[src/common/botPermPkg.sv]
`default_nettype none

package botPermPkg;

    // Bot geometry
    localparam int botWidth    = 128;
    localparam int byteWidth   = 8;
    localparam int numMinterms = 16;

    // Variable orders are grouped in sets by the variable placed first
    localparam int numSets     = 4;  // Set 0 puts d first, set 3 puts a first
    localparam int permsPerSet = 6;
    localparam int maskWidth   = numSets * permsPerSet;  // Bit set*6 + perm

    // FIFO sizing
    localparam int fifoDepthLog2    = 6;
    localparam int almostFullMargin = 8;  // Free entries below which almostFull rises
    localparam int botReadDelay     = 2;  // Bot read lags the mask read by this much

    // Order names, four ASCII letters each, letter 0 in the top byte.
    // The letter in place k is the input variable whose index bit becomes
    // output index bit k. Listed from set 3 down to set 0, and within a set
    // from perm 5 down to perm 0.
    localparam logic [numSets-1:0][permsPerSet-1:0][31:0] varOrderTable = {
        "abcd", "abdc", "acbd", "acdb", "adbc", "adcb",  // Set 3
        "bacd", "badc", "bcad", "bcda", "bdac", "bdca",  // Set 2
        "cbad", "cbda", "cabd", "cadb", "cdba", "cdab",  // Set 1
        "dbca", "dbac", "dcba", "dcab", "dabc", "dacb"   // Set 0
    };

endpackage

`default_nettype wire

[src/hdl/permuteNetwork.sv]
`default_nettype none

module permuteNetwork import botPermPkg::*; (
    input  logic                clk,
    input  logic [1:0]          selSet,
    input  logic [2:0]          selPerm,
    input  logic [botWidth-1:0] storedBot,
    output logic [botWidth-1:0] permutedBot
);

    // Input variable behind output index bit k of an order name
    function automatic logic [1:0] sourceVar(input logic [31:0] name, input int place);
        logic [7:0] letter;
        letter = name[31 - 8*place -: 8];
        return 2'(letter - "a");
    endfunction

    // Codes 0 to 5 stand for pairs {0,1} {0,2} {0,3} {1,2} {1,3} {2,3}
    function automatic logic [2:0] pairCode(input logic [1:0] x, input logic [1:0] y);
        logic [1:0] lo;
        logic [1:0] hi;
        lo = (x < y) ? x : y;
        hi = (x < y) ? y : x;
        case (lo)
            2'd0:    return 3'(hi) - 3'd1;
            2'd1:    return 3'(hi) + 3'd1;
            default: return 3'd5;
        endcase
    endfunction

    logic [31:0] orderName;
    logic [1:0]  src [4];
    logic [1:0]  srcPosA, srcPosB, srcPosC, srcPosD;
    logic [2:0]  srcPosAB, srcPosAC, srcPosAD;

    always_comb begin
        orderName = varOrderTable[selSet][0];
        if (selPerm < permsPerSet) begin
            orderName = varOrderTable[selSet][selPerm];
        end
        for (int k = 0; k < 4; k++) begin
            src[k] = sourceVar(orderName, k);
        end
    end

    always_ff @(posedge clk) begin
        srcPosA  <= src[0];
        srcPosB  <= src[1];
        srcPosC  <= src[2];
        srcPosD  <= src[3];
        srcPosAB <= pairCode(src[0], src[1]);
        srcPosAC <= pairCode(src[0], src[2]);
        srcPosAD <= pairCode(src[0], src[3]);
    end

    logic [numMinterms-1:0][byteWidth-1:0] inByte;
    logic [numMinterms-1:0][byteWidth-1:0] outByte;
    logic [3:0][byteWidth-1:0]             oneHot;     // Index with one bit set
    logic [3:0][byteWidth-1:0]             oneCold;    // Index with one bit clear
    logic [5:0][byteWidth-1:0]             pairBytes;
    logic [5:0][byteWidth-1:0]             pairCompl;  // Complement of each pair

    assign inByte    = storedBot;
    assign oneHot    = {inByte[8], inByte[4], inByte[2], inByte[1]};
    assign oneCold   = {inByte[7], inByte[11], inByte[13], inByte[14]};
    assign pairBytes = {inByte[12], inByte[10], inByte[6], inByte[9], inByte[5], inByte[3]};
    assign pairCompl = {inByte[3], inByte[5], inByte[9], inByte[6], inByte[10], inByte[12]};

    assign outByte[0]  = inByte[0];
    assign outByte[15] = inByte[15];

    assign outByte[1]  = oneHot[srcPosA];
    assign outByte[2]  = oneHot[srcPosB];
    assign outByte[4]  = oneHot[srcPosC];
    assign outByte[8]  = oneHot[srcPosD];
    assign outByte[14] = oneCold[srcPosA];
    assign outByte[13] = oneCold[srcPosB];
    assign outByte[11] = oneCold[srcPosC];
    assign outByte[7]  = oneCold[srcPosD];

    assign outByte[3]  = pairBytes[srcPosAB];
    assign outByte[5]  = pairBytes[srcPosAC];
    assign outByte[9]  = pairBytes[srcPosAD];
    assign outByte[12] = pairCompl[srcPosAB];  // Places c and d hold the other two
    assign outByte[10] = pairCompl[srcPosAC];
    assign outByte[6]  = pairCompl[srcPosAD];

    assign permutedBot = outByte;

endmodule

`default_nettype wire

[config.mk]
export PLATFORM = sky130hd
export DESIGN_NAME = permuteNetwork
export DESIGN_NICKNAME = d
export VERILOG_FILES = /design/src/common/botPermPkg.sv /design/src/hdl/permuteNetwork.sv
export SDC_FILE = /design/constraint.sdc
export NUM_CORES = 1
export LEC_CHECK = 0
export ABC_AREA = 1
export BUFFER_PORTS_ARGS = -buffer_cell sky130_fd_sc_hd__buf_2
export CAP_MARGIN = 40
export CORE_MARGIN = 2
export CORE_UTILIZATION = 45
export DETAILED_ROUTE_END_ITERATION = 7
export PLACE_DENSITY = 0.79
export SLEW_MARGIN = 15
export SYNTH_ARGS = -nofsm -noshare
export SYNTH_HDL_FRONTEND = slang
export SYNTH_SLANG_ARGS = --single-unit
[constraint.sdc]
create_clock -name clk -period 4.87 [get_ports clk]
set_input_delay 1.2175 -clock clk [delete_from_list [all_inputs] [get_ports clk]]
set_output_delay 1.2175 -clock clk [all_outputs]
set_load 0.005 [all_outputs]
==> results.txt <==
----------------------------------------------------
[Clocking]
  Cell at the root of the clock tree ... sky130_fd_sc_hd__clkbuf_16
  Post-cts resize count ... 0
  Clock buffer depth ... 2
  Post-CTS Repair Setup Buffers ... 0
  CTS tree ... done
  Clk sinks ... 17
  Clk slew on worst S/H paths ... 0.05 ns
  Cts hold-fix bufs ... 0
  CTS Buf Count ... 3
  H-Tree Depth ... 1

[Layout]
  Non-filler cells, final ... around 1.4k
  Layout Nets ... 1,359
  Number of diodes ... 0
  Most common library cell in the layout ignoring fill and taps ... sky130_fd_sc_hd__o21ai_0
  Area grow syn2layout ... 22.0%
  Fraction of layout cells with a size suffix above 1 ... 23.1%
  Commonest non-fill, non-tap cells in the layout ... 333 x sky130_fd_sc_hd__o21ai_0, 229 x sky130_fd_sc_hd__buf_2, 204 x sky130_fd_sc_hd__nor2_1, 120 x sky130_fd_sc_hd__nand2_1, 85 x sky130_fd_sc_hd__a21oi_1
  Fill cells ... 1,216

[Timing]
  Slew @ Worst Pin ... ~0.94 ns
  Final setup violation count ... 0
  Endpoints failing hold ... 0
  Post-Route Hold Slack ... 1.40 ns
  Part of the cycle the worst path needs ... 78.6%
  Headroom to the max-slew limit ... 37.5%
  Max Fclk ... 0.261 GHz
  Count of final max-slew check failures ... 0
  TNS Setup ... 0 ns
  Post-layout minimum cycle time ... 3.83 ns
  Unrepaired setup endpoints after global routing ... no

[Synthesis]
  Cell type contributing the most total cell area after synthesis ... sky130_fd_sc_hd__o21ai_0
  Asr flop ratio synth ... 0%
  Unique masters post-synth ... 34
  Count of yosys warnings during synthesis ... 0
  Avg Cell Area, Syn ... 5.02 um2
  Netlist area before placement ... 5280 um2
  Post-synth net total ... 1,199
  Number of enable-type register cells in the synthesized netlist ... 0
  Share of the yosys chip area belonging to registers ... under 10%
  Post-synthesis instance total ... 1,053
  Largest cells by area after synthesis ... sky130_fd_sc_hd__o21ai_0 32%, sky130_fd_sc_hd__nor2_1 14%, sky130_fd_sc_hd__nand2_1 8.5%
  Flip-flop cell with the highest count after synthesis ... sky130_fd_sc_hd__dfxtp_1
  Proportion of netlist area held by the largest area contributor ... between 30% and 40%
  Post-synthesis sequential element count ... 17

[GRT]
  Overall fraction of global-route tracks in use ... a little under a third
  Pin count of the biggest net entering global routing ... 55
  Global-route wire length before repair ... between 30,000 and 40,000 um
  Total global routing overflow ... 0
  Initial antenna violation count ... 0
  Vias in the first global route ... approximately 7k

[Setup path]
  CP Capture Type ... register
  Crit-path max cell delay ... 0.44 ns
  CP arrival ... 3.96 ns
  Most used cell, CP ... sky130_fd_sc_hd__inv_1
  Required time reported for the critical path endpoint ... 5.01 ns
  Crit Path Max Fanout ... 9
  CP Capture Point ... srcPosAB[2]$_SDFF_PN1_
  Worst path cell trace ... buf_2, inv_1, ha_1, nor3_2, nor2_2, a21oi_2, inv_1, ha_1, o21ai_2, nand2_1, o21ai_0, inv_1, fa_1, a21oi_1, o21ai_1
  Type of element launching the critical path ... input pin
  Critical path class ... in -> reg
  Worst setup path startpoint ... selSet[0]
  Max stage delay cell, worst path ... sky130_fd_sc_hd__fa_1

[Route]
  Detailed-route via count ... 8,259
  Iteration-0 DRC Markers ... 1,155
  First-pass iteration count of the detailed router ... 5
  Wire length reported by the detailed router ... 21,200 um
  Routed WL per cell ... roughly 16 um
  Remaining design rule violation count ... 0
  Vias per cell ... 6.10
  Residual antenna-violating net count after detailed routing ... 0

[Place]
  Weighted congestion at the end of routability-driven global placement ... 0.944
  Hpwl dp ... 14,500 um
  Cell count after placement ... about 1.3k
  Count of input and output buffers ... 229

[Status]
  Run status ... completed

[Power]
  Power share of the combinational group ... 85.2%
  Fraction of power spent switching nets ... 56.7%
  Maximum vdd drop ... 0.206 mV
  Leak ... between 3 and 4 nW
  Pwr dens ... 398 nW/um2
  Cell internal pwr ... 1.11 mW
  Clock network power share ... 6.5%
  Sequential power share ... 8.3%
  Psw ... 1.45 mW

[Floorplanning]
  Die H ... roughly 110 um
  I/O pin count ... 262
  Starting density of the core ... 46.3%
  Die width ... 112 um
  Core Footprint ... 11,400 um2
  Die ar. ... 12,600 um2
  Row Count ... 39

[Run]
  Count of maximum capacitance violations ... 0

[Hold path]
  Worst hold path type ... in -> reg

----------------------------------------------------
==> cell usage after synthesis (9+ instances only) <==
master	count
sky130_fd_sc_hd__nand2_1	120
sky130_fd_sc_hd__nand3_1	15
sky130_fd_sc_hd__clkbuf_1	69
sky130_fd_sc_hd__o21ai_0	333
sky130_fd_sc_hd__o22ai_1	65
sky130_fd_sc_hd__ha_1	9
sky130_fd_sc_hd__dfxtp_1	17
sky130_fd_sc_hd__a21oi_1	85
sky130_fd_sc_hd__buf_4	16
sky130_fd_sc_hd__inv_1	62
sky130_fd_sc_hd__nor2_1	204
==> power groups by stage <==
stage	Combinational [mW]	Clock [mW]	Sequential, mW
2_1_floorplan	1.34	0	0.206
3_3_place_gp	2.10	0	0.212
3_5_place_dp	2.13	0	0.213
4_1_cts	2.13	0.171	0.210
5_1_grt	2.43	0.176	0.217
6_report	2.18	0.167	0.213
==> stage by stage <==
| step | total power, mW | util [%] | worst slack, ns | area [um2] |
|---|---|---|---|---|
| after floorplan | 1.54 | - | 1.10 | 5280 |
| after global placement | 2.31 | 55.4 | 0.879 | 6320 |
| after detailed placement | 2.34 | 55.4 | 0.794 | 6320 |
| after CTS | 2.52 | 56.1 | 1.04 | 6400 |
| after global routing | 2.83 | 56.5 | 0.760 | 6450 |
| final | 2.56 | 56.5 | 1.04 | 6450 |
==> cell type report <==
class,instances,area (um2),area share (%)
Multi-Input combinational cell,869,4240,65.8
Sequential cell,17,340,5.28
Tap cell,143,179,2.78
Clock buffer,3,75.1,1.16
Inverter,72,270,4.19
Clock inverter,1,7.51,0.116
Timing Repair Buffer,250,1330,20.7
==> worst max-delay path: cells and delay by family <==
family          cells  cell delay, ns
fa+ha+maj           3            1.05
compound gates      5            0.69
buf+inv             4            0.52
simple gates        3            0.48
==> per-layer routing <==
| metal | part of all wire (%) | routed length [um] | track usage, % | up-vias |
|---|---|---|---|---|
| met2 | 45 | 9460 | 49.3 | 640 |
| met5 | 0 | 0 | 0 | - |
| met1 | 39 | 8270 | 42.8 | 3598 |
| met4 | 3.9 | 838 | 11.5 | 0 |
| li1 | - | - | - | 3923 |
| met3 | 13 | 2670 | 3.62 | 98 |
==> flip-flops by register name, summed over array words and instances, names as in the netlist <==
name	flops
srcPosD	2
srcPosAD	3
srcPosAC	3
srcPosC	2
srcPosA	2
srcPosB	2
srcPosAB	3
==> logic make-up after synthesis <==
kind of cell	after synthesis	synth area share (%)
AO/OA/AOI/OAI	497	49.3
XOR/XNOR	3	0.640
adder cells (fa/ha/maj)	12	3.27
buffers and inverters	167	13.2
flip-flops	17	6.44
AND/OR/NAND/NOR	357	27.1
==> how the worst min path moves through the flow <==
stage                     slack [ns]            endpoint  cells after the start       start
after floorplan                 1.45  srcPosB[1]$_DFF_P_                      2  selPerm[1]
after global placement          1.66  srcPosA[0]$_DFF_P_                      2   selSet[0]
after detailed placement        1.66  srcPosD[0]$_DFF_P_                      4  selPerm[0]
after CTS                       1.40  srcPosA[0]$_DFF_P_                      2   selSet[0]
after global routing            1.44  srcPosA[0]$_DFF_P_                      2   selSet[0]
final                           1.40  srcPosD[0]$_DFF_P_                      4  selPerm[0]
No activity file was read; power rests on OpenSTA's default activity.
