File: src/common/botPermPkg.sv
`default_nettype none

package botPermPkg;

    // Bot geometry
    localparam int botWidth    = 128;
    localparam int byteWidth   = 8;
    localparam int numMinterms = 16;

    // Variable orders are grouped in sets by the variable placed first
    localparam int numSets     = 4;  // Set 0 puts d first, set 3 puts a first
    localparam int permsPerSet = 6;
    localparam int maskWidth   = numSets * permsPerSet;  // Bit set*6 + perm

    // FIFO sizing
    localparam int fifoDepthLog2    = 6;
    localparam int almostFullMargin = 8;  // Free entries below which almostFull rises
    localparam int botReadDelay     = 2;  // Bot read lags the mask read by this much

    // Order names, four ASCII letters each, letter 0 in the top byte.
    // The letter in place k is the input variable whose index bit becomes
    // output index bit k. Listed from set 3 down to set 0, and within a set
    // from perm 5 down to perm 0.
    localparam logic [numSets-1:0][permsPerSet-1:0][31:0] varOrderTable = {
        "abcd", "abdc", "acbd", "acdb", "adbc", "adcb",  // Set 3
        "bacd", "badc", "bcad", "bcda", "bdac", "bdca",  // Set 2
        "cbad", "cbda", "cabd", "cadb", "cdba", "cdab",  // Set 1
        "dbca", "dbac", "dcba", "dcab", "dabc", "dacb"   // Set 0
    };

endpackage

`default_nettype wire

File: src/permSelector/permSelector.sv
`default_nettype none

module permSelector import botPermPkg::*; (
    input  logic                 clk,
    input  logic                 rst,

    input  logic [maskWidth-1:0] nextMask,
    input  logic                 nextLast,
    output logic                 accept,

    input  logic                 slowDown,
    output logic                 selValid,
    output logic [1:0]           selSet,
    output logic [2:0]           selPerm,
    output logic                 selBatchDone
);

    logic [numSets-1:0]   sections [permsPerSet];  // One per perm, bit s is set s
    logic                 storedLast;
    logic [maskWidth-1:0] pending;
    logic                 allZero;
    logic                 oneBitLeft;
    logic                 finishing;
    logic [2:0]           pickPerm;
    logic [1:0]           pickSet;

    // Flat view of what is still to be sent
    always_comb begin
        for (int p = 0; p < permsPerSet; p++) begin
            pending[p*numSets +: numSets] = sections[p];
        end
    end

    assign allZero    = pending == '0;
    assign oneBitLeft = !allZero && ((pending & (pending - 1'b1)) == '0);

    // Lowest non-empty section, then the lowest set inside it
    always_comb begin
        pickPerm = '0;
        for (int p = permsPerSet - 1; p >= 0; p--) begin
            if (sections[p] != '0) begin
                pickPerm = 3'(p);
            end
        end
        pickSet = '0;
        for (int s = numSets - 1; s >= 0; s--) begin
            if (sections[pickPerm][s]) begin
                pickSet = 2'(s);
            end
        end
    end

    // Next mask is taken early while the last bit goes out, except at batch end
    assign accept = ((oneBitLeft && !storedLast) || allZero) && !slowDown;

    // Final selection of a last bot, or moving past a last bot with no bits
    assign finishing = storedLast && (oneBitLeft || allZero) && !slowDown;

    always_ff @(posedge clk) begin
        if (rst) begin
            for (int p = 0; p < permsPerSet; p++) begin
                sections[p] <= '0;
            end
            storedLast   <= 1'b0;
            selValid     <= 1'b0;
            selBatchDone <= 1'b0;
        end else begin
            selValid     <= !allZero && !slowDown;
            selBatchDone <= finishing;
            if (accept) begin
                for (int p = 0; p < permsPerSet; p++) begin
                    for (int s = 0; s < numSets; s++) begin
                        sections[p][s] <= nextMask[s*permsPerSet + p];
                    end
                end
                storedLast <= nextLast;
            end else if (!slowDown && !allZero) begin
                sections[pickPerm] <= sections[pickPerm] & (sections[pickPerm] - 1'b1);
                storedLast <= storedLast && !oneBitLeft;  // Batch end already flagged
            end
        end
    end

    always_ff @(posedge clk) begin
        selSet  <= pickSet;
        selPerm <= pickPerm;
    end

    // A pick always lands on a bit that is still pending
    pickIsPending: assert property (@(posedge clk) disable iff (rst)
        !allZero |-> (pickPerm < permsPerSet) && sections[pickPerm][pickSet])
        else $error("selection names a mask bit that is not pending");

endmodule

`default_nettype wire
File: config.mk
export PLATFORM = sky130hd
export DESIGN_NAME = permSelector
export DESIGN_NICKNAME = d
export VERILOG_FILES = /design/src/common/botPermPkg.sv /design/src/permSelector/permSelector.sv
export SDC_FILE = /design/constraint.sdc
export NUM_CORES = 1
export LEC_CHECK = 0
export BUFFER_PORTS_ARGS = -buffer_cell sky130_fd_sc_hd__buf_2
export CELL_PAD_IN_SITES_DETAIL_PLACEMENT = 1
export CELL_PAD_IN_SITES_GLOBAL_PLACEMENT = 1
export CORE_MARGIN = 1
export CORE_UTILIZATION = 46
export DETAILED_ROUTE_END_ITERATION = 7
export PLACE_DENSITY_LB_ADDON = 0.05
export RECOVER_POWER = 25
export SETUP_SLACK_MARGIN = 0.4
export SKIP_LAST_GASP = 1
export SYNTH_ARGS = -nofsm -noshare
export SYNTH_HDL_FRONTEND = slang
export SYNTH_SLANG_ARGS = --single-unit
File: constraint.sdc
create_clock -name clk -period 6.8 [get_ports clk]
set_input_delay 1.02 -clock clk [delete_from_list [all_inputs] [get_ports clk]]
set_output_delay 1.02 -clock clk [all_outputs]
set_load 0.05 [all_outputs]
==> impl_metrics.env, run 1 <==
export IMPL_cts_inserted_buffers=5
export IMPL_power_frac_seq_pct=47.1
export IMPL_yosysSeqAreaShare_pct=44.0
export IMPL_worst_setup_path_end_kind="output pin"
export IMPL_die_area_um2=4620
export IMPL_worstSetupPathType="flip-flop to output pin"
export IMPL_synth_top_cell_area_share_pct=36.0
export IMPL_final_setup_worst_slack_ns=1.86
export IMPL_ios=36
export IMPL_rsz0062_at_grt="false"
export IMPL_min_period_ns=4.94
export IMPL_crit_fanout=9
export IMPL_syn_area_um2=2000
export IMPL_report_final_slew_viol_count=0
export IMPL_numPortBuffers=35
export IMPL_ys_flop_type="edfxtp_1"
export IMPL_yosys_top_cells_area="edfxtp_1 (36%), dfxtp_1 (8.0%), a22o_1 (7.0%)"
export IMPL_clk_pin_slew_ns=0.08
export IMPL_cp_startpoint="sections[2][0]"
export IMPL_cts_tree="done"
export IMPL_ctsResizeCount=0
export IMPL_drc=0
export IMPL_final_cell_mix="buf_2 (28), edfxtp_1 (24), nor2_1 (17)"
export IMPL_antenna_found_initial=0
export IMPL_die_y_um=68.0
export IMPL_drv_cap=0
export IMPL_dp_cells=275
export IMPL_startpoint_type="flip-flop"
export IMPL_fin_hold_ws_ns=0.490
export IMPL_powerDensity_nw_per_um2=219
export IMPL_grt_pass1_wl_um=9540
export IMPL_setup_viol=0
export IMPL_max_freq_ghz=0.203
export IMPL_ctsHoldBuffers=0
export IMPL_clock_sinks=32
export IMPL_timing_final_crit_share_pct=72.6
export IMPL_rows=23
export IMPL_dp_slack_ns=2.80
export IMPL_timing_rr_start="sections[2][0]"
export IMPL_register_area_um2=881
export IMPL_drive_gt1_share_pct=21.0
export IMPL_wire_per_inst_um=21.7
export IMPL_htreeDepth=2
export IMPL_grt_usage_pct=29.2
export IMPL_p_sw_mw=0.141
export IMPL_core_um2=4090
export IMPL_initial_utilization_pct=49.0
export IMPL_pwr_share_clk_pct=38.8
export IMPL_synth_edf_count=24
export IMPL_status="finished clean"
export IMPL_cp_endpoint="accept"
export IMPL_syn_inst=199
export IMPL_cts_root_buf="clkbuf_8"
export IMPL_dr_total_vias=1842
export IMPL_placed_area_um2=2180
export IMPL_grt_overflow_total=0
export IMPL_final_antenna_net_count=0
export IMPL_final_area_um2=2260
export IMPL_syn_nets=227
export IMPL_final_common_cell="buf_2"
export IMPL_gp_congestion=0.866
export IMPL_avgSynthCellArea_um2=10.1
export IMPL_tns_ns=0
export IMPL_worstMarginPinSlew_ns=1.23
export IMPL_power_mw=0.494
export IMPL_yosysWarnings=0
export IMPL_power_leakage_nw=0.809
export IMPL_post_dp_hpwl_um=4590
export IMPL_ys_async_sr_fraction_pct=0
export IMPL_finalNonFillerCells=283
export IMPL_grt_max_degree=24
export IMPL_yosys_register_bits=32
export IMPL_maxSlewHeadroom_pct=16.9
export IMPL_regToRegEndpoint="sections[0][3]"
export IMPL_ys_types=46
export IMPL_multiInputGateArea_um2=1000
export IMPL_area_growth_pct=12.7
export IMPL_drt_pass1_iter_count=4
export IMPL_grt_pass1_vias=1781
export IMPL_clock_latency_ns=0.29
export IMPL_post_route_util_pct=55.2
export IMPL_drtIter0Drc=163
export IMPL_cp_data_arrival_time_ns=3.92
export IMPL_fin_worst_skew_ns=0.00899
export IMPL_hold_viol=0
export IMPL_nets=260
export IMPL_min_path_type="flip-flop to flip-flop"
export IMPL_cts_path_max_buffers=2
export IMPL_ir_worst_vdd_uv=237
export IMPL_swShare_pct=28.6
export IMPL_intPower_mw=0.353
export IMPL_nFillCells=487
export IMPL_regToRegSetupSlack_ns=2.49
export IMPL_routed_wl_um=6150
export IMPL_die_width_um=68.0
export IMPL_via_per_inst=6.51
export IMPL_comb_power_share_pct=14.1
export IMPL_n_antenna_cell=0
export IMPL_cts_setup_buffers=0
export IMPL_yosysTopAreaCell="edfxtp_1"
export IMPL_reg2reg_depth=7
export IMPL_critPathRequiredTime_ns=5.78
-- worst max-delay path, cell delays in order, from the launching register on --
cell	delay [ns]
edfxtp_1	0.50
nor4_1	1.07
nand4_1	0.53
o41ai_1	0.39
o2111ai_1	0.21
nor4_1	0.47
and2_1	0.20
buf_2	0.26
-- Yosys cell counts, types with 6 or more instances --
master     n
and2_1     8
a21oi_1   13
nor3_1     7
a22o_1    16
edfxtp_1  24
or4_1      6
nor4_1     7
nand2_1    9
o21ai_0    8
inv_1      6
dfxtp_1    8
nor2_1    17
-- power groups by stage --
stage | Sequential [mW] | Clock, mW | Combinational (mW)
3_3_place_gp | 0.236 | 0 | 0.0679
3_5_place_dp | 0.237 | 0 | 0.0702
2_1_floorplan | 0.239 | 0 | 0.0405
4_1_cts | 0.232 | 0.192 | 0.0708
5_1_grt | 0.234 | 0.202 | 0.0748
6_report | 0.233 | 0.192 | 0.0695
-- state kept, by name, summed over array words and instances (netlist names) --
name and cells:
storedLast 1, selValid 1, selPerm 3, selSet 2, sections 24, selBatchDone 1
-- how the worst min path moves through the flow --
stage          depth (start not counted)            to  startpoint
2_1_floorplan                          2  selBatchDone  storedLast
3_3_place_gp                           2  selBatchDone  storedLast
3_5_place_dp                           2  selBatchDone  storedLast
4_1_cts                                2  selBatchDone  storedLast
5_1_grt                                2  selBatchDone  storedLast
6_report                               2  selBatchDone  storedLast
-- metal layers --
metal	global-route usage [%]	wire, um	vias up
met4	10.4	137	0
met3	4.17	255	11
met2	45.3	2870	60
met1	41.0	2890	906
met5	0	0	-
li1	-	-	865
-- logic make-up (layout without fill, tap and decap cells) --
| group | after synthesis | count (layout) | synth area share [%] |
|---|---|---|---|
| fa+ha+maj | 3 | 3 | 1.50 |
| flops | 32 | 32 | 44.0 |
| buf+inv | 16 | 50 | 4.31 |
| simple gates | 87 | 87 | 27.8 |
| compound gates | 61 | 61 | 22.4 |
-- area by class of cell --
| class | count | share of cell area [%] |
|---|---|---|
| multi-input combinational | 151 | 44.4 |
| sequential | 32 | 39.0 |
| timing repair buffer | 36 | 7.71 |
| clock buffer | 5 | 3.05 |
| tap | 50 | 2.77 |
| clock inverter | 3 | 2.05 |
| inverter | 6 | 0.998 |
No activity file was read; power rests on OpenSTA's default activity.
==> run 2, diff against run 1 <==
CORE_UTILIZATION = 38   (was 46)
clock period = 4.11 ns   (was 6.8 ns; I/O delays follow)
==> run 2 against run 1 <==
Combinational power up 81%; worst hold slack better by 0.028 ns; clock-buffer cell count up 2; sequential power up 64%; cell count up 11%.
==> impl_metrics.env, run 2 (synthesis gave the netlist of run 1 again) <==
export IMPL_status="finished clean"
export IMPL_final_cell_mix="buf_2 (27), edfxtp_1 (24), nor2_1 (17)"
export IMPL_largest_register_ffs=24
export IMPL_worst_setup_path_end_kind="output pin"
export IMPL_final_common_cell="buf_2"
export IMPL_comb_power_share_pct=14.8
export IMPL_hold_start="rst"
export IMPL_numPortBuffers=35
export IMPL_routed_wl_um=6080
export IMPL_setup_viol=0
export IMPL_crit_path_frequent_cell="or4_4"
export IMPL_cp_cell_sequence="or4_4 -> or4_4 -> a221oi_2 -> nand4_1 -> nor4_4 -> and2_1 -> buf_4"
export IMPL_area_growth_pct=20.2
export IMPL_fin_worst_skew_ns=0.00530
export IMPL_clock_sinks=32
export IMPL_use_met1_pct=33.3
export IMPL_cts_inserted_buffers=5
export IMPL_die_y_um=74.6
export IMPL_grt_pass1_wl_um=9870
export IMPL_cp_data_arrival_time_ns=2.97
export IMPL_top_regs="sections: 24 flops, selPerm: 3 flops, selSet: 2 flops"
export IMPL_drc=0
export IMPL_max_freq_ghz=0.279
export IMPL_swShare_pct=26.6
export IMPL_report_final_slew_viol_count=0
export IMPL_core_um2=5110
export IMPL_startpoint_type="flip-flop"
export IMPL_post_route_util_pct=47.1
export IMPL_critPathRequiredTime_ns=3.49
export IMPL_placed_area_um2=2230
export IMPL_clock_latency_ns=0.29
export IMPL_timing_rr_start="sections[2][0]"
export IMPL_rsz0062_at_grt="false"
export IMPL_clk_pin_slew_ns=0.07
export IMPL_final_area_um2=2410
export IMPL_min_period_ns=3.59
export IMPL_pwr_share_clk_pct=40.1
export IMPL_dp_slack_ns=0.656
export IMPL_register_area_um2=881
export IMPL_worstMarginPinSlew_ns=0.826
export IMPL_grt_use_met3_pct=4.34
export IMPL_hold_viol=0
export IMPL_power_leakage_nw=0.872
export IMPL_post_dp_hpwl_um=4480
export IMPL_initial_utilization_pct=39.2
export IMPL_die_width_um=74.6
export IMPL_cp_startpoint="sections[0][0]"
export IMPL_multiInputGateArea_um2=1040
export IMPL_dr_total_vias=1849
export IMPL_crit_fanout=5
export IMPL_cts_root_buf="clkbuf_8"
export IMPL_gp_congestion=0.868
export IMPL_nFillCells=604
export IMPL_regMostFlops="sections"
export IMPL_cp_slowest_cell="or4_4"
export IMPL_via_per_inst=5.89
export IMPL_drtIter0Drc=200
export IMPL_antenna_found_initial=0
export IMPL_cts_path_max_buffers=2
export IMPL_grt_usage_pct=24.4
export IMPL_intPower_mw=0.622
export IMPL_maxSlewHeadroom_pct=44.2
export IMPL_max_stage_delay_ns=0.59
export IMPL_met2_usage_pct=38.5
export IMPL_die_area_um2=5570
export IMPL_critPathTopFamily="simple AND/OR/NAND/NOR gates"
export IMPL_htreeDepth=2
export IMPL_cp_num_buf_inv=1
export IMPL_rows=26
export IMPL_worstSetupPathType="flip-flop to output pin"
export IMPL_grt_max_degree=24
export IMPL_power_frac_seq_pct=45.0
export IMPL_timing_final_crit_share_pct=87.3
export IMPL_drv_cap=0
export IMPL_nets=271
export IMPL_cts_tree="done"
export IMPL_final_setup_worst_slack_ns=0.522
export IMPL_drt_pass1_iter_count=4
export IMPL_top_usage_layer="met2"
export IMPL_tns_ns=0
export IMPL_n_antenna_cell=0
export IMPL_min_path_type="input port to flip-flop"
export IMPL_ir_worst_vdd_uv=166
export IMPL_final_antenna_net_count=0
export IMPL_grt_pass1_vias=1858
export IMPL_wire_per_inst_um=19.4
export IMPL_powerDensity_nw_per_um2=352
export IMPL_p_sw_mw=0.226
export IMPL_ios=36
export IMPL_drive_gt1_share_pct=25.0
export IMPL_grt_overflow_total=0
==> run 2: final cells by class <==
class                   instances  area share [%]
multi-input cells             151            43.1
flip-flops and latches         32            36.6
repair buffers                 47            10.4
clock buffers                   7            4.00
well taps                      70            3.64
clock inverters                 1            1.25
inverters                       6           0.936
==> run 2: per-stage QoR <==
| stage | std cells | total power, mW | hold slack [ns] |
|---|---|---|---|
| final | 314 | 0.847 | 0.519 |
| after global placement | 298 | 0.503 | 0.513 |
| after CTS | 311 | 0.851 | 0.516 |
| after detailed placement | 298 | 0.507 | 0.521 |
| after global routing | 314 | 0.882 | 0.521 |
| after floorplan | 199 | 0.463 | 0.475 |
==> run 2: final timing paths <==
path	to	slack, ns	cells after the start
setup / recovery	accept	0.52	7
hold / removal	storedLast	0.52	2
setup reg to reg	sections[0][3]	0.78	6
hold reg to reg	selBatchDone	0.52	2
==> run 2: power by group through the flow <==
| stage | Sequential (mW) | Combinational, mW | Clock [mW] |
|---|---|---|---|
| floorplan | 0.396 | 0.0669 | 0 |
| detailed placement | 0.391 | 0.115 | 0 |
| CTS | 0.381 | 0.126 | 0.345 |
| global placement | 0.390 | 0.113 | 0 |
| global route | 0.384 | 0.138 | 0.360 |
| finish | 0.381 | 0.126 | 0.340 |
==> run 2: metal layers <==
metal	up-vias	share of wire, %
li1	885	-
met1	896	45
met2	60	48
met3	8	5.5
met4	0	1.2
met5	-	0
==> run 2: repair_timing <==
action                     CTS  global route
pin swaps                    1             2
setup endpoints to repair    1             1
hold endpoints to repair     0             0
hold buffers                 0             0
setup buffers                5             3
resized for setup            0             3
